==> src/design/class_pkg.sv <==
// ======================================
// Classifier lookup package
// Widths, word layout and shared types for
// the cuckoo-hash lookup front end
// ======================================
`default_nettype none

package class_pkg;

    // ======================================
    // Widths
    localparam int HASH_WIDTH     = 13;
    localparam int PTR_WIDTH      = 15;
    localparam int WAYS           = 4;
    localparam int BKT_ADDR_WIDTH = 6;
    localparam int BKT_WIDTH      = 128;

    // Way layout: {vld, ptr[14:0], 3'b000, hash[12:0]}
    localparam int WAY_WIDTH      = BKT_WIDTH / WAYS;
    localparam int WAY_PTR_LSB    = 16;
    localparam int WAY_VLD_BIT    = 31;

    // Derived sizes
    localparam int NUM_BKTS       = 2 ** BKT_ADDR_WIDTH;
    localparam int MATCH_WIDTH    = 2 * WAYS;
    localparam int WIN_WIDTH      = $clog2(MATCH_WIDTH);
    // Four pointer slots plus one overflow check
    localparam int CMP_STAGES     = 5;

    // ======================================
    // Types
    typedef logic [HASH_WIDTH-1:0]     hash_t;
    typedef logic [PTR_WIDTH-1:0]      ptr_t;
    typedef logic [BKT_ADDR_WIDTH-1:0] bkt_addr_t;
    typedef logic [BKT_WIDTH-1:0]      bkt_t;

    // Table load, tbl_sel 0 picks table 1
    typedef struct packed {
        logic      tbl_sel;
        bkt_addr_t addr;
        bkt_t      data;
    } bkt_wr_t;

    // Lookup in flight
    typedef struct packed {
        logic  vld;
        hash_t h1k;
        hash_t h2k;
    } hash_req_t;

endpackage

`default_nettype wire
==> src/design/class_key_hash.sv <==
// ======================================
// Key hashing stage
// Folds a 32-bit flow key into two 13-bit
// hashes and issues the bucket read
// ======================================
`timescale 1ns/1ps
`default_nettype none

module class_key_hash
    import class_pkg::*;
(
    input  logic        clk,
    input  logic        rst_n,
    input  logic        key_vld,
    input  logic [31:0] key,
    output hash_req_t   req
);

    // Unregistered hashes
    hash_t h1k_c;
    hash_t h2k_c;

    // XOR fold of three key slices, top slice zero-extended
    function automatic hash_t fold(input logic [31:0] k);
        hash_t top;
        top = hash_t'(k[31:26]);
        return k[12:0] ^ k[25:13] ^ top;
    endfunction

    // Second hash works on the key rotated left by 7
    assign h1k_c = fold(key);
    assign h2k_c = fold({key[24:0], key[31:25]});

    // Request valid
    always_ff @(posedge clk)
    begin
        if (!rst_n)
            req.vld <= 1'b0;
        else
            req.vld <= key_vld;
    end

    // Hash fields hold between keys
    always_ff @(posedge clk)
    begin
        if (key_vld)
        begin
            req.h1k <= h1k_c;
            req.h2k <= h2k_c;
        end
    end

endmodule

`default_nettype wire

==> config.mk <==
export PLATFORM = sky130hd
export DESIGN_NAME = class_key_hash
export DESIGN_NICKNAME = d
export VERILOG_FILES = /design/src/design/class_pkg.sv /design/src/design/class_key_hash.sv
export SDC_FILE = /design/constraint.sdc
export NUM_CORES = 1
export LEC_CHECK = 0
export BUFFER_PORTS_ARGS = -buffer_cell sky130_fd_sc_hd__buf_2
export CORE_MARGIN = 5
export CORE_UTILIZATION = 40
export CTS_CLUSTER_SIZE = 12
export DETAILED_ROUTE_END_ITERATION = 12
export GPL_TIMING_DRIVEN = 1
export PLACE_DENSITY = 0.72
export SYNTH_ARGS = -nofsm -noshare
export SYNTH_HDL_FRONTEND = slang
export SYNTH_SLANG_ARGS = --single-unit
==> constraint.sdc <==
create_clock -name clk -period 1.75 [get_ports clk]
set_input_delay 0.4375 -clock clk [delete_from_list [all_inputs] [get_ports clk]]
set_output_delay 0.4375 -clock clk [all_outputs]
set_load 0.005 [all_outputs]
; Word level (Yosys, flattened, before mapping)
; Index checks and enable logic that the tools add are counted.
[totals]
register_bits = 27
output_inout_bits = 27
word_cells = 7
[classes]
bitwise = 4
[ops]
columns = operator, count
row1 = $xor A13 B13 Y13, 2
row2 = $xor A13 B6 Y13, 2

; Depth between registers and ports, before layout
[logic_depth]
word_depth = 2
depth_mapped = 1
mapped_depth_nobuf = 1

; Worst setup path before layout
; Ideal clock, no wire load.
[synth_path]
path_kind = input to register
from = input port key[19]
to = register req[0] (netlist bit) (data pin)
setup_ps = 269
arrival_ps = 793
required_ps = 1481
path_slack_ps = 688
stages = 1
n_path_buf = 0
cell_sequence = xor3_1
[synth_between]
elab_chain_len = 1
[synth_rtl]
columns = item, line_no
row1 = from (decl), class_key_hash.sv:15  ; input logic [31:0] key,
row2 = $xor A13 B6 Y13, class_key_hash.sv:27  ; return k[12:0] ^ k[25:13] ^ top;
row3 = to (decl), class_key_hash.sv:16  ; output hash_req_t req
; No other way between the ends.
; A chain may end at the register's enable or synchronous reset.

; Worst setup path in the final report
[layout_path]
from = register req[1] (netlist bit)
to = output port req[1] (netlist bit)
; No word-level cell between the ends.

==> impl_metrics.tcl <==
set metrics [dict create \
    ys_types 5 \
    syn_avg_cell_area_sq_um 22.5 \
    die_x_um 65.1 \
    worst_slack_ps 463 \
    ys_ff_latch 27 \
    endpoint_kind "output port" \
    synthAdderAreaFrac_pct 0 \
    status "complete, no violations" \
    std_cell_rows 20 \
    pre_cts_slack_ps 443 \
    area_delta_synth_final_pct 30.8 \
    htreeDepth 1 \
    critPathLaunchType "flip-flop" \
    yosysSeqAreaShare_pct 65.9 \
    synth_top_family_by_area "XOR/XNOR gates" \
    antenna_found_initial 0 \
    globalplace.congestion 0.609 \
    grt_pass1_wl_um 3330 \
    clkTransAtPathRegs_ps 140 \
    power_frac_clock_pct 19.8 \
    p_leak_nw 0.766 \
    top_register "req" \
    min_path_type "primary input to flip-flop" \
    fin_crit_sh_pct 73.5 \
    path_max_fanout 1 \
    cts.sinks 27 \
    fin_crit_ps 1290 \
    grt-ovfl-total 0 \
    cts_tree "built" \
    vias 687 \
    post_cts_resized 0 \
    muxShareOfSynthArea_pct 0 \
    clock_path_buffers 2 \
    syn_nets 89 \
    synth_compound_area_share_pct 0 \
    n_fill_cell 248 \
    postCtsSetupBuffers 0 \
    antenna_left 0 \
    cts-root-buf "clkbuf_4" \
    p_int_mw 1.04 \
    setup_viol 0 \
    cp_top_family "flip-flops" \
    p_seq_share_pct 61.5 \
    cts_buffers 3 \
    largestRegisters "req x27" \
    core_sq_mm 0.00298 \
    synth_area_sq_mm 0.00121 \
    timing.critical_path.arrival_ps 850 \
    sw_frac_of_total_pct 21.7 \
    drt_iter0_markers 11 \
    drt-vias-per-instance 4.52 \
    yosys.area_share.simple_pct 0.515 \
    fin_tns_setup_ps 0 \
    synthCells 54 \
    switchingPower_uw 288 \
    postCtsHoldBufs 0 \
    num_antenna_cells 0 \
    nets 155 \
    grt_max_degree 28 \
    power_density_mw_per_mm2 835 \
    track_usage_pct 10.2 \
    peakVddDrop_uv 510 \
    fmax_mhz 777 \
    fp.dieH_um 65.1 \
    drt_pre_antenna_iters 2 \
    io_pins 62 \
    drive_gt1_share_pct 54.6 \
    largest_register_ffs 27 \
    crit_buf_inv 1 \
    max_slew.worst_pin.slew_ps 573 \
    rsz0062_at_grt "false" \
    hold_violations 0 \
    slowest_stage "edfxtp_1" \
    worst_path_largest_cell_delay_ps 400 \
    path_cells "buf_2" \
    die_area_sq_mm 0.00424 \
    drcViolationCount 0 \
    critical_path_required_ps 1310 \
    finalWirelength_um 2050 \
    place.port_buffers 61 \
    start_util_pct 40.8 \
    synth-xor-area-share_pct 33.6 \
    wl_per_cell_um 13.5 \
    grt_pass1_vias 827 \
    maxCapViolations 0 \
    relSlewSlack_pct 61.8 \
    ys.warnings.count 0 \
    critPathKind "flip-flop to output port" \
    slew_viol_final 0 \
    power_frac_comb_pct 18.7 \
]
## layout by cell type, fill, tap and decap left out
master / instances
buf_2: 61
edfxtp_1: 26
xor2_1: 14
xor3_1: 12
clkbuf_4: 3
and2_1: 1
clkinv_2: 1
dfxtp_1: 1
## final cells by class
class	instances	area, sq um	share of cell area, %
Tap cell	33	41.3	2.60
Clock inverter	1	5.00	0.315
Timing Repair Buffer	61	305	19.2
Clock buffer	3	22.5	1.42
Sequential cell	27	801	50.4
Multi-Input combinational cell	27	414	26.1
## Yosys cell counts
library cell  instances  area, sq um
edfxtp_1             26          781
xor2_1               14          123
xor3_1               12          285
and2_1                1         6.26
dfxtp_1               1         20.0
## final timing paths
check / cells past startpoint / startpoint / end / slack, ps
hold / removal: 2 / rst_n / req[26] / 330
setup / recovery: 1 / req[1] / req[1] / 460
## logic make-up (layout without fill, tap and decap cells)
kind of cell              after synthesis  in the layout
xor gates and xnor gates               26             26
DFF                                    27             27
buffers and inverters                   0             65
and+or+nand+nor                         1              1
## power by group through the flow
stage          Clock [mW]  Sequential [mW]  Combinational (mW)
6_report            0.263            0.816               0.248
4_1_cts             0.283            0.818               0.255
5_1_grt             0.312            0.824               0.274
3_3_place_gp            0            0.830               0.246
3_5_place_dp            0            0.833               0.255
2_1_floorplan           0            0.845              0.0933
## routing by layer
layer	track usage (%)	vias up	wire length, um
met1	9.36	320	697
met5	0	-	0
met3	4.27	0	237
li1	-	332	-
met2	20.1	35	1110
met4	3.11	0	0
## stage by stage
step	hold slack, ps	std cells	power (mW)	util, %	cell area, sq um
3_5_place_dp	664	148	1.09	52.4	1560
3_3_place_gp	665	148	1.08	52.4	1560
6_report	328	152	1.33	53.4	1590
2_1_floorplan	550	54	0.938	-	1210
4_1_cts	316	152	1.36	53.4	1590
5_1_grt	325	152	1.41	53.4	1590
(Power assumes the default switching activity.)
