==> src/design/class_pkg.sv <==
// ======================================
// Classifier lookup package
// Widths, word layout and shared types for
// the cuckoo-hash lookup front end
// ======================================
`default_nettype none

package class_pkg;

    // ======================================
    // Widths
    localparam int HASH_WIDTH     = 13;
    localparam int PTR_WIDTH      = 15;
    localparam int WAYS           = 4;
    localparam int BKT_ADDR_WIDTH = 6;
    localparam int BKT_WIDTH      = 128;

    // Way layout: {vld, ptr[14:0], 3'b000, hash[12:0]}
    localparam int WAY_WIDTH      = BKT_WIDTH / WAYS;
    localparam int WAY_PTR_LSB    = 16;
    localparam int WAY_VLD_BIT    = 31;

    // Derived sizes
    localparam int NUM_BKTS       = 2 ** BKT_ADDR_WIDTH;
    localparam int MATCH_WIDTH    = 2 * WAYS;
    localparam int WIN_WIDTH      = $clog2(MATCH_WIDTH);
    // Four pointer slots plus one overflow check
    localparam int CMP_STAGES     = 5;

    // ======================================
    // Types
    typedef logic [HASH_WIDTH-1:0]     hash_t;
    typedef logic [PTR_WIDTH-1:0]      ptr_t;
    typedef logic [BKT_ADDR_WIDTH-1:0] bkt_addr_t;
    typedef logic [BKT_WIDTH-1:0]      bkt_t;

    // Table load, tbl_sel 0 picks table 1
    typedef struct packed {
        logic      tbl_sel;
        bkt_addr_t addr;
        bkt_t      data;
    } bkt_wr_t;

    // Lookup in flight
    typedef struct packed {
        logic  vld;
        hash_t h1k;
        hash_t h2k;
    } hash_req_t;

endpackage

`default_nettype wire
==> src/design/class_hbkt_cmp.sv <==
// ======================================
// Bucket comparator
// Matches stored alternate hashes, returns
// up to four pointers and an overflow flag
// ======================================
`timescale 1ns/1ps
`default_nettype none

module class_hbkt_cmp
    import class_pkg::*;
(
    input  logic  clk,
    input  logic  rst_n,
    input  hash_t h1k,
    input  hash_t h2k,
    input  logic  ht_vld,
    input  bkt_t  ht_t1_data,
    input  bkt_t  ht_t2_data,
    output logic  pkt_strobe,
    output logic  pkt_err,
    output logic  ptr_hit_miss,
    output ptr_t  ptr
);

    // ======================================
    // Declarations
    // Way index: table 1 ways 0..3, then table 2 ways 0..3
    hash_t                  way_hash [MATCH_WIDTH];
    ptr_t                   way_ptr  [MATCH_WIDTH];
    logic [MATCH_WIDTH-1:0] way_vld;
    logic [MATCH_WIDTH-1:0] match_c;

    // Delay lines, index 1 is one cycle after ht_vld
    logic                   vld_q    [1:CMP_STAGES];
    logic [MATCH_WIDTH-1:0] match_q  [1:CMP_STAGES];
    ptr_t                   ptrs_q   [1:CMP_STAGES][MATCH_WIDTH];

    // Find-first-set chain
    logic [MATCH_WIDTH-1:0] mask_c   [CMP_STAGES];
    logic [MATCH_WIDTH-1:0] masked_c [CMP_STAGES];
    logic                   hit_c    [CMP_STAGES];
    logic [WIN_WIDTH-1:0]   win_c    [CMP_STAGES];
    // Last stage only feeds pkt_err, so no flop for it
    logic                   hit_q    [CMP_STAGES-1];
    logic [WIN_WIDTH-1:0]   win_q    [CMP_STAGES-1];

    // Lowest set bit, returned as {found, index}
    function automatic logic [WIN_WIDTH:0] ffs(input logic [MATCH_WIDTH-1:0] vec);
        logic                 found;
        logic [WIN_WIDTH-1:0] loc;
        found = 1'b0;
        loc   = '0;
        for (int i = MATCH_WIDTH - 1; i >= 0; i--)
        begin
            if (vec[i])
            begin
                found = 1'b1;
                loc   = WIN_WIDTH'(i);
            end
        end
        return {found, loc};
    endfunction

    // Ones strictly above index
    function automatic logic [MATCH_WIDTH-1:0] make_mask(input logic [WIN_WIDTH-1:0] idx);
        logic [MATCH_WIDTH-1:0] m;
        for (int i = 0; i < MATCH_WIDTH; i++)
            m[i] = (i > int'(idx));
        return m;
    endfunction

    // ======================================
    // Way unpack and hash compare
    always_comb
    begin
        for (int i = 0; i < WAYS; i++)
        begin
            way_hash[i]      = ht_t1_data[i*WAY_WIDTH +: HASH_WIDTH];
            way_ptr[i]       = ht_t1_data[i*WAY_WIDTH + WAY_PTR_LSB +: PTR_WIDTH];
            way_vld[i]       = ht_t1_data[i*WAY_WIDTH + WAY_VLD_BIT];
            way_hash[i+WAYS] = ht_t2_data[i*WAY_WIDTH +: HASH_WIDTH];
            way_ptr[i+WAYS]  = ht_t2_data[i*WAY_WIDTH + WAY_PTR_LSB +: PTR_WIDTH];
            way_vld[i+WAYS]  = ht_t2_data[i*WAY_WIDTH + WAY_VLD_BIT];
        end
    end

    // Table 1 holds h2k as alternate, table 2 holds h1k
    always_comb
    begin
        for (int i = 0; i < WAYS; i++)
        begin
            match_c[i]      = way_vld[i] && (way_hash[i] == h2k);
            match_c[i+WAYS] = way_vld[i+WAYS] && (way_hash[i+WAYS] == h1k);
        end
    end

    // Each stage skips bits at and below the previous winner
    // A stage with no hit blanks everything after it
    always_comb
    begin
        mask_c[0] = '1;
        for (int s = 1; s < CMP_STAGES; s++)
            mask_c[s] = hit_q[s-1] ? make_mask(win_q[s-1]) : '0;
        for (int s = 0; s < CMP_STAGES; s++)
        begin
            masked_c[s]          = match_q[s+1] & mask_c[s];
            {hit_c[s], win_c[s]} = ffs(masked_c[s]);
        end
    end

    // ======================================
    // Pipeline registers
    always_ff @(posedge clk)
    begin
        if (!rst_n)
        begin
            for (int k = 1; k <= CMP_STAGES; k++)
            begin
                vld_q[k]   <= 1'b0;
                match_q[k] <= '0;
            end
        end
        else
        begin
            vld_q[1]   <= ht_vld;
            match_q[1] <= ht_vld ? match_c : '0;
            for (int k = 2; k <= CMP_STAGES; k++)
            begin
                vld_q[k]   <= vld_q[k-1];
                match_q[k] <= match_q[k-1];
            end
        end
    end

    // Pointer copies follow the match vector
    always_ff @(posedge clk)
    begin
        if (ht_vld)
            ptrs_q[1] <= way_ptr;
        for (int k = 2; k <= CMP_STAGES; k++)
            ptrs_q[k] <= ptrs_q[k-1];
    end

    // Winner flops, one per slot
    always_ff @(posedge clk)
    begin
        if (!rst_n)
        begin
            for (int s = 0; s < CMP_STAGES - 1; s++)
            begin
                hit_q[s] <= 1'b0;
                win_q[s] <= '0;
            end
        end
        else
        begin
            for (int s = 0; s < CMP_STAGES - 1; s++)
            begin
                if (vld_q[s+1])
                begin
                    hit_q[s] <= hit_c[s];
                    win_q[s] <= win_c[s];
                end
            end
        end
    end

    // ======================================
    // Outputs
    // Strobe on first result cycle, error on the fourth
    always_ff @(posedge clk)
    begin
        if (!rst_n)
        begin
            pkt_strobe <= 1'b0;
            pkt_err    <= 1'b0;
        end
        else
        begin
            pkt_strobe <= vld_q[2];
            // Fifth match still left after four winners
            pkt_err    <= vld_q[CMP_STAGES] && hit_c[CMP_STAGES-1];
        end
    end

    // One pointer slot per cycle, zero when idle
    always_ff @(posedge clk)
    begin
        if (!rst_n)
        begin
            ptr          <= '0;
            ptr_hit_miss <= 1'b0;
        end
        else
        begin
            ptr          <= '0;
            ptr_hit_miss <= 1'b0;
            for (int s = 0; s < CMP_STAGES - 1; s++)
            begin
                if (vld_q[s+2] && hit_q[s])
                begin
                    ptr          <= ptrs_q[s+2][win_q[s]];
                    ptr_hit_miss <= 1'b1;
                end
            end
        end
    end

endmodule

`default_nettype wire

==> config.mk <==
export PLATFORM = sky130hd
export DESIGN_NAME = class_hbkt_cmp
export DESIGN_NICKNAME = d
export VERILOG_FILES = /design/src/design/class_pkg.sv /design/src/design/class_hbkt_cmp.sv
export SDC_FILE = /design/constraint.sdc
export NUM_CORES = 1
export LEC_CHECK = 0
export ABC_AREA = 1
export ABC_CLOCK_PERIOD_IN_PS = 1700
export BUFFER_PORTS_ARGS = -buffer_cell sky130_fd_sc_hd__buf_2
export CORE_UTILIZATION = 48
export DETAILED_ROUTE_END_ITERATION = 7
export PLACE_DENSITY = 0.77
export SLEW_MARGIN = 25
export SYNTH_ARGS = -nofsm -noshare
export SYNTH_HDL_FRONTEND = slang
export SYNTH_SLANG_ARGS = --single-unit
export TNS_END_PERCENT = 30
==> constraint.sdc <==
create_clock -name clk -period 1.7 [get_ports clk]
set_input_delay 0.51 -clock clk [delete_from_list [all_inputs] [get_ports clk]]
set_output_delay 0.51 -clock clk [all_outputs]
set_load 0.1 [all_outputs]
# After elaboration in Yosys (flattened, before gate mapping)
# Memories as Yosys holds them, arrays and structs flattened.
# Cells that the tools add are included.
# totals
ff_bits	18
ramBits	661
inputBits	285
output_inout_bits	18
wordCells	219
n_memories	5
# op_classes
magnitude_cmp	32
eq_ne	8
mux	131
bitwise	26
reduce_logical	13
# mem_list
memory	words	width	read_ports	rd_clocked_by_memory_dff	wr	line	rtl
ptrs_q	5	120	5	0	5	class_hbkt_cmp.sv:36	ptr_t ptrs_q [1:CMP_STAGES][MATCH_WIDTH];
match_q	5	8	5	0	5	class_hbkt_cmp.sv:35	logic [MATCH_WIDTH-1:0] match_q [1:CMP_STAGES];
win_q	4	3	4	0	4	class_hbkt_cmp.sv:45	logic [WIN_WIDTH-1:0] win_q [CMP_STAGES-1];
vld_q	5	1	5	0	5	class_hbkt_cmp.sv:34	logic vld_q [1:CMP_STAGES];
hit_q	4	1	4	0	4	class_hbkt_cmp.sv:44	logic hit_q [CMP_STAGES-1];
# op_table
op	n
binary-select mux 15 bit (select 3 bit)	4
2-to-1 mux 15 bit	12
2-to-1 mux 3 bit	36
equality test 13 bit	8
2-to-1 mux 8 bit	10
2-to-1 mux 1 bit	69
greater-than comparator 3 bit (first input constant)	16
AND 8 bit	4
greater-than comparator 2 x 3 -> 1 bit (first input constant)	8
bitwise OR 1 bit	18
greater-or-equal comparator 4 bit (second input constant)	4
NOT 3 -> 4 bit	4
logical AND 1 bit	13
greater-than comparator 1 x 3 -> 1 bit (first input constant)	4

# Logic depth before layout (Yosys ltp)
# An unclocked memory read counts as a cell.
# logic_depth
word_depth	13
depth_mapped	11
depth_no_buf	9

# Least setup slack after synthesis
# OpenSTA, ideal clock, no wires.
# synth_timing
path_type	input -> register
from	input rst_n
to	register ptr[7]
setup_time_ns	0.144
t_arrival_ns	1.343
required_time_ns	1.556
setup_slack_ns	0.213
stages	5
n_path_buf	3
path_cell_list	buf_2 > inv_1 > buf_2 > clkbuf_1 > a21oi_1
# synth_lines
item	line	rtl
start: declaration	class_hbkt_cmp.sv:13	input logic rst_n,
end signal: assignment	class_hbkt_cmp.sv:202	ptr <= ptrs_q[s+2][win_q[s]];
end: declaration	class_hbkt_cmp.sv:22	output ptr_t ptr
# No word-level cell between the ends.

# Worst setup path in the final report
# layout_timing
from	register ptr[7]
to	output ptr[7]
# No word-level cell between the ends.

==> impl_metrics.yaml <==
synthesis:
  yosys.area.top_type: "dfxtp_1"
  synth_fp_nets: 2876
  synth_top_area_share: 0.468
  avgSynthCellArea_um2: 8.94
  ys.warnings.count: 0
  ys_types: 35
  async_reset_ff_frac: 0
  synth-edff-count: 133
  synth_seq_cells: 675
  syn_inst: 2591
  synth_ff_type: "dfxtp_1"
  netlist_area_um2: 23200
  yosysSeqAreaShare: 0.641
  yosys-top-cells-area: "dfxtp_1 (47%), edfxtp_1 (17%), nand2_1 (12%), nand3_1 (7.9%), inv_1 (6.7%)"
min_path:
  hp-class: "input port to flip-flop"
  min-delay-start: "ht_t1_data[28]"
  holdPathStages: 1
  min_to: "ptrs_q[0][237]"
floorplanning:
  num_rows: 80
  dieArea_um2: 49100
  die_h_um: 222
  core-area_um2: 47600
  pin_count: 303
  die_width_um: 222
  start_util: 0.486
setup_path:
  crit-reg2reg-launch: "win_q[3][0]"
  reg2reg_to: "ptr[6]"
  crit_path_start_kind: "flip-flop"
  timing.reg2reg.setup_slack_ps: 0
  max_stage_delay_ps: 390
  critPathBufInv: 1
  critPathRequiredTime_ps: 1190
  critPathTopFamily: "flip-flops"
  path_class: "flip-flop to primary output"
  slowest_stage: "dfxtp_4"
  arrival_ps: 1200
  cp-end-kind: "primary output"
  path_max_fanout: 1
  worstPathCellList: "buf_12"
  reg2reg_depth: 10
power:
  pwr-share-seq: 0.524
  vdd_ir_drop_max_mv: 0.867
  fin_total_pwr_uw: 34700
  power.switching_uw: 7900
  p_leak_uw: 0.0139
  swShare: 0.228
  p_int_uw: 26800
  comb_power_share: 0.067
  pwr_density_cell_nw_per_um2: 1220
  clkPwrFrac: 0.409
sta:
  final_hold_viol_count: 0
  worst_slew_margin_rel: 0.748
  worst_slew_pin_slew_ps: 377
  max_freq_ghz: 0.585
  setup_tns_ps: -10.7
  setup_viol: 1
  setup_ws_ps: -10.7
  grt_setup_unrepaired: "yes"
  period_minus_slack_ps: 1710
  slew_violations: 0
  min_period_over_period: 1.01
  clock_skew_ps: 45.4
drt:
  vias_per_cell: 5.12
  top_layer: "met5"
  drt_iter0_drc: 1594
  dr_wl_met3_um: 5640
  wl_met1_um: 26500
  drt_pre_antenna_iters: 5
  routed_wl_um: 67200
  ant_nets: 0
  drc: 0
  routedWlPerCell_um: 18.7
  wl_met2_um: 31800
  vias: 18400
finish:
  finish.utilization: 0.599
  layout-drive-gt1-share: 0.176
  instances_no_fill: 3589
  areaGrowthSynthToFinish_pct: 23.1
  fin_area_um2: 28500
  nNetsFinal: 3206
  num-fill-cells: 3826
global_routing:
  antenna_found_initial: 4
  grt_pass1_vias: 18100
  grt_pass1_wl_um: 98800
  grt_overflow: 0
  grt_max_degree: 55
  track_usage: 0.262
run_status:
  status: "finished, violations left"
  violations: "negative setup slack"
placement:
  place_inst: 3461
  hpwl_um: 46700
  gp_routability_congestion: 0.947
  port_buffers: 278
  placed_area_um2: 25800
clocking:
  clk_latency_ps: 620
  cts_buffers: 59
  hold_buffers: 0
  htreeDepth: 2
  cts.sinks: 675
  clock-root-buffer: "clkbuf_16"
  cts_tree: "done"
  clkTransAtPathRegs_ps: 70
  clockBufferDepth: 3
job:
  drv_cap: 0
[power by group through the flow]
stage	sequential (uW)	clock, uW	combinational [uW]
final	18200	14200	2320
after global routing	18200	14900	2550
after CTS	18100	14300	2210
after detailed placement	18500	0	2170
after global placement	18400	0	2120
after floorplan	18100	0	1240
[cell usage after synthesis (9+ instances only)]
master,instances
a221oi_1,9
buf_2,60
nor2_1,84
inv_1,414
dfxtp_1,542
a21oi_2,9
nor3_1,9
o21ai_0,37
edfxtp_1,133
xnor2_1,16
nand2_1,755
clkbuf_1,27
o22ai_1,18
a21oi_1,17
xor2_1,22
nand3_1,365
nor4_1,9
[worst max path at each step]
stage                          end  depth (start not counted)   startpoint
finish                      ptr[7]                          1       ptr[7]
global route                ptr[6]                         11  win_q[3][0]
CTS                         ptr[7]                          1       ptr[7]
detailed placement  match_q[0][14]                          8        rst_n
global placement    match_q[0][12]                          8        rst_n
floorplan                   ptr[7]                          5        rst_n
[routing by layer]
layer,up-vias,global-route usage
met2,946,0.446
met3,214,0.0447
met5,-,0
met1,8485,0.323
met4,2,0.130
li1,8729,-
[layout make-up]
type / count / area, um2 / area share
Multi-Input combinational cell: 1391 / 6310 / 0.221
Antenna cell: 2 / 5.00 / 0.000175
Clock inverter: 33 / 473 / 0.0166
Sequential cell: 675 / 14900 / 0.521
Timing Repair Buffer: 370 / 2860 / 0.100
Tap cell: 615 / 769 / 0.0270
Clock buffer: 79 / 1630 / 0.0572
Inverter: 424 / 1610 / 0.0563
[metrics by stage]
step / setup WS (ps) / hold slack [ps]
finish: -10.7 / 57.9
global route: -61.2 / 34.4
CTS: -32.6 / 26.4
detailed placement: -49.9 / 327
global placement: -45.3 / 326
floorplan: 213 / 323
[kinds of logic after synthesis]
kind of cell / after synthesis / share of synthesized area
AOI/OAI and AO/OA: 114 / 0.0315
xor gates and xnor gates: 38 / 0.0144
buffers and inverters: 525 / 0.0893
DFF: 675 / 0.641
and+or+nand+nor: 1239 / 0.224
[cell usage in the layout, fill, tap and decap left out, types with 10 or more instances in the layout]
master and n:
xnor2_1 16, nand3_1 361, clkbuf_1 12, buf_4 49, bufinv_16 10, clkinv_2 13
clkbuf_16 65, nand2_1 752, inv_1 412, dfxtp_1 526, buf_2 259, edfxtp_1 133
o21ai_0 36, o22ai_1 18, xor2_1 22, a21oi_2 11, buf_12 46, dfxtp_2 13
a21oi_1 13, nor2_1 83
[registers in the layout (all words and copies together), names as in the netlist]
name,cells
match_q,36
pkt_err,1
hit_q,4
win_q,12
pkt_strobe,1
ptr_hit_miss,1
vld_q,5
ptrs_q,600
ptr,15
[timing repair]
action	4_1_cts	5_1_grt
setup buffers	0	8
endpoints found under the setup margin	21	29
pin swaps	0	4
cloned	0	6
gates resized for setup	77	43
(Power assumes the default switching activity.)
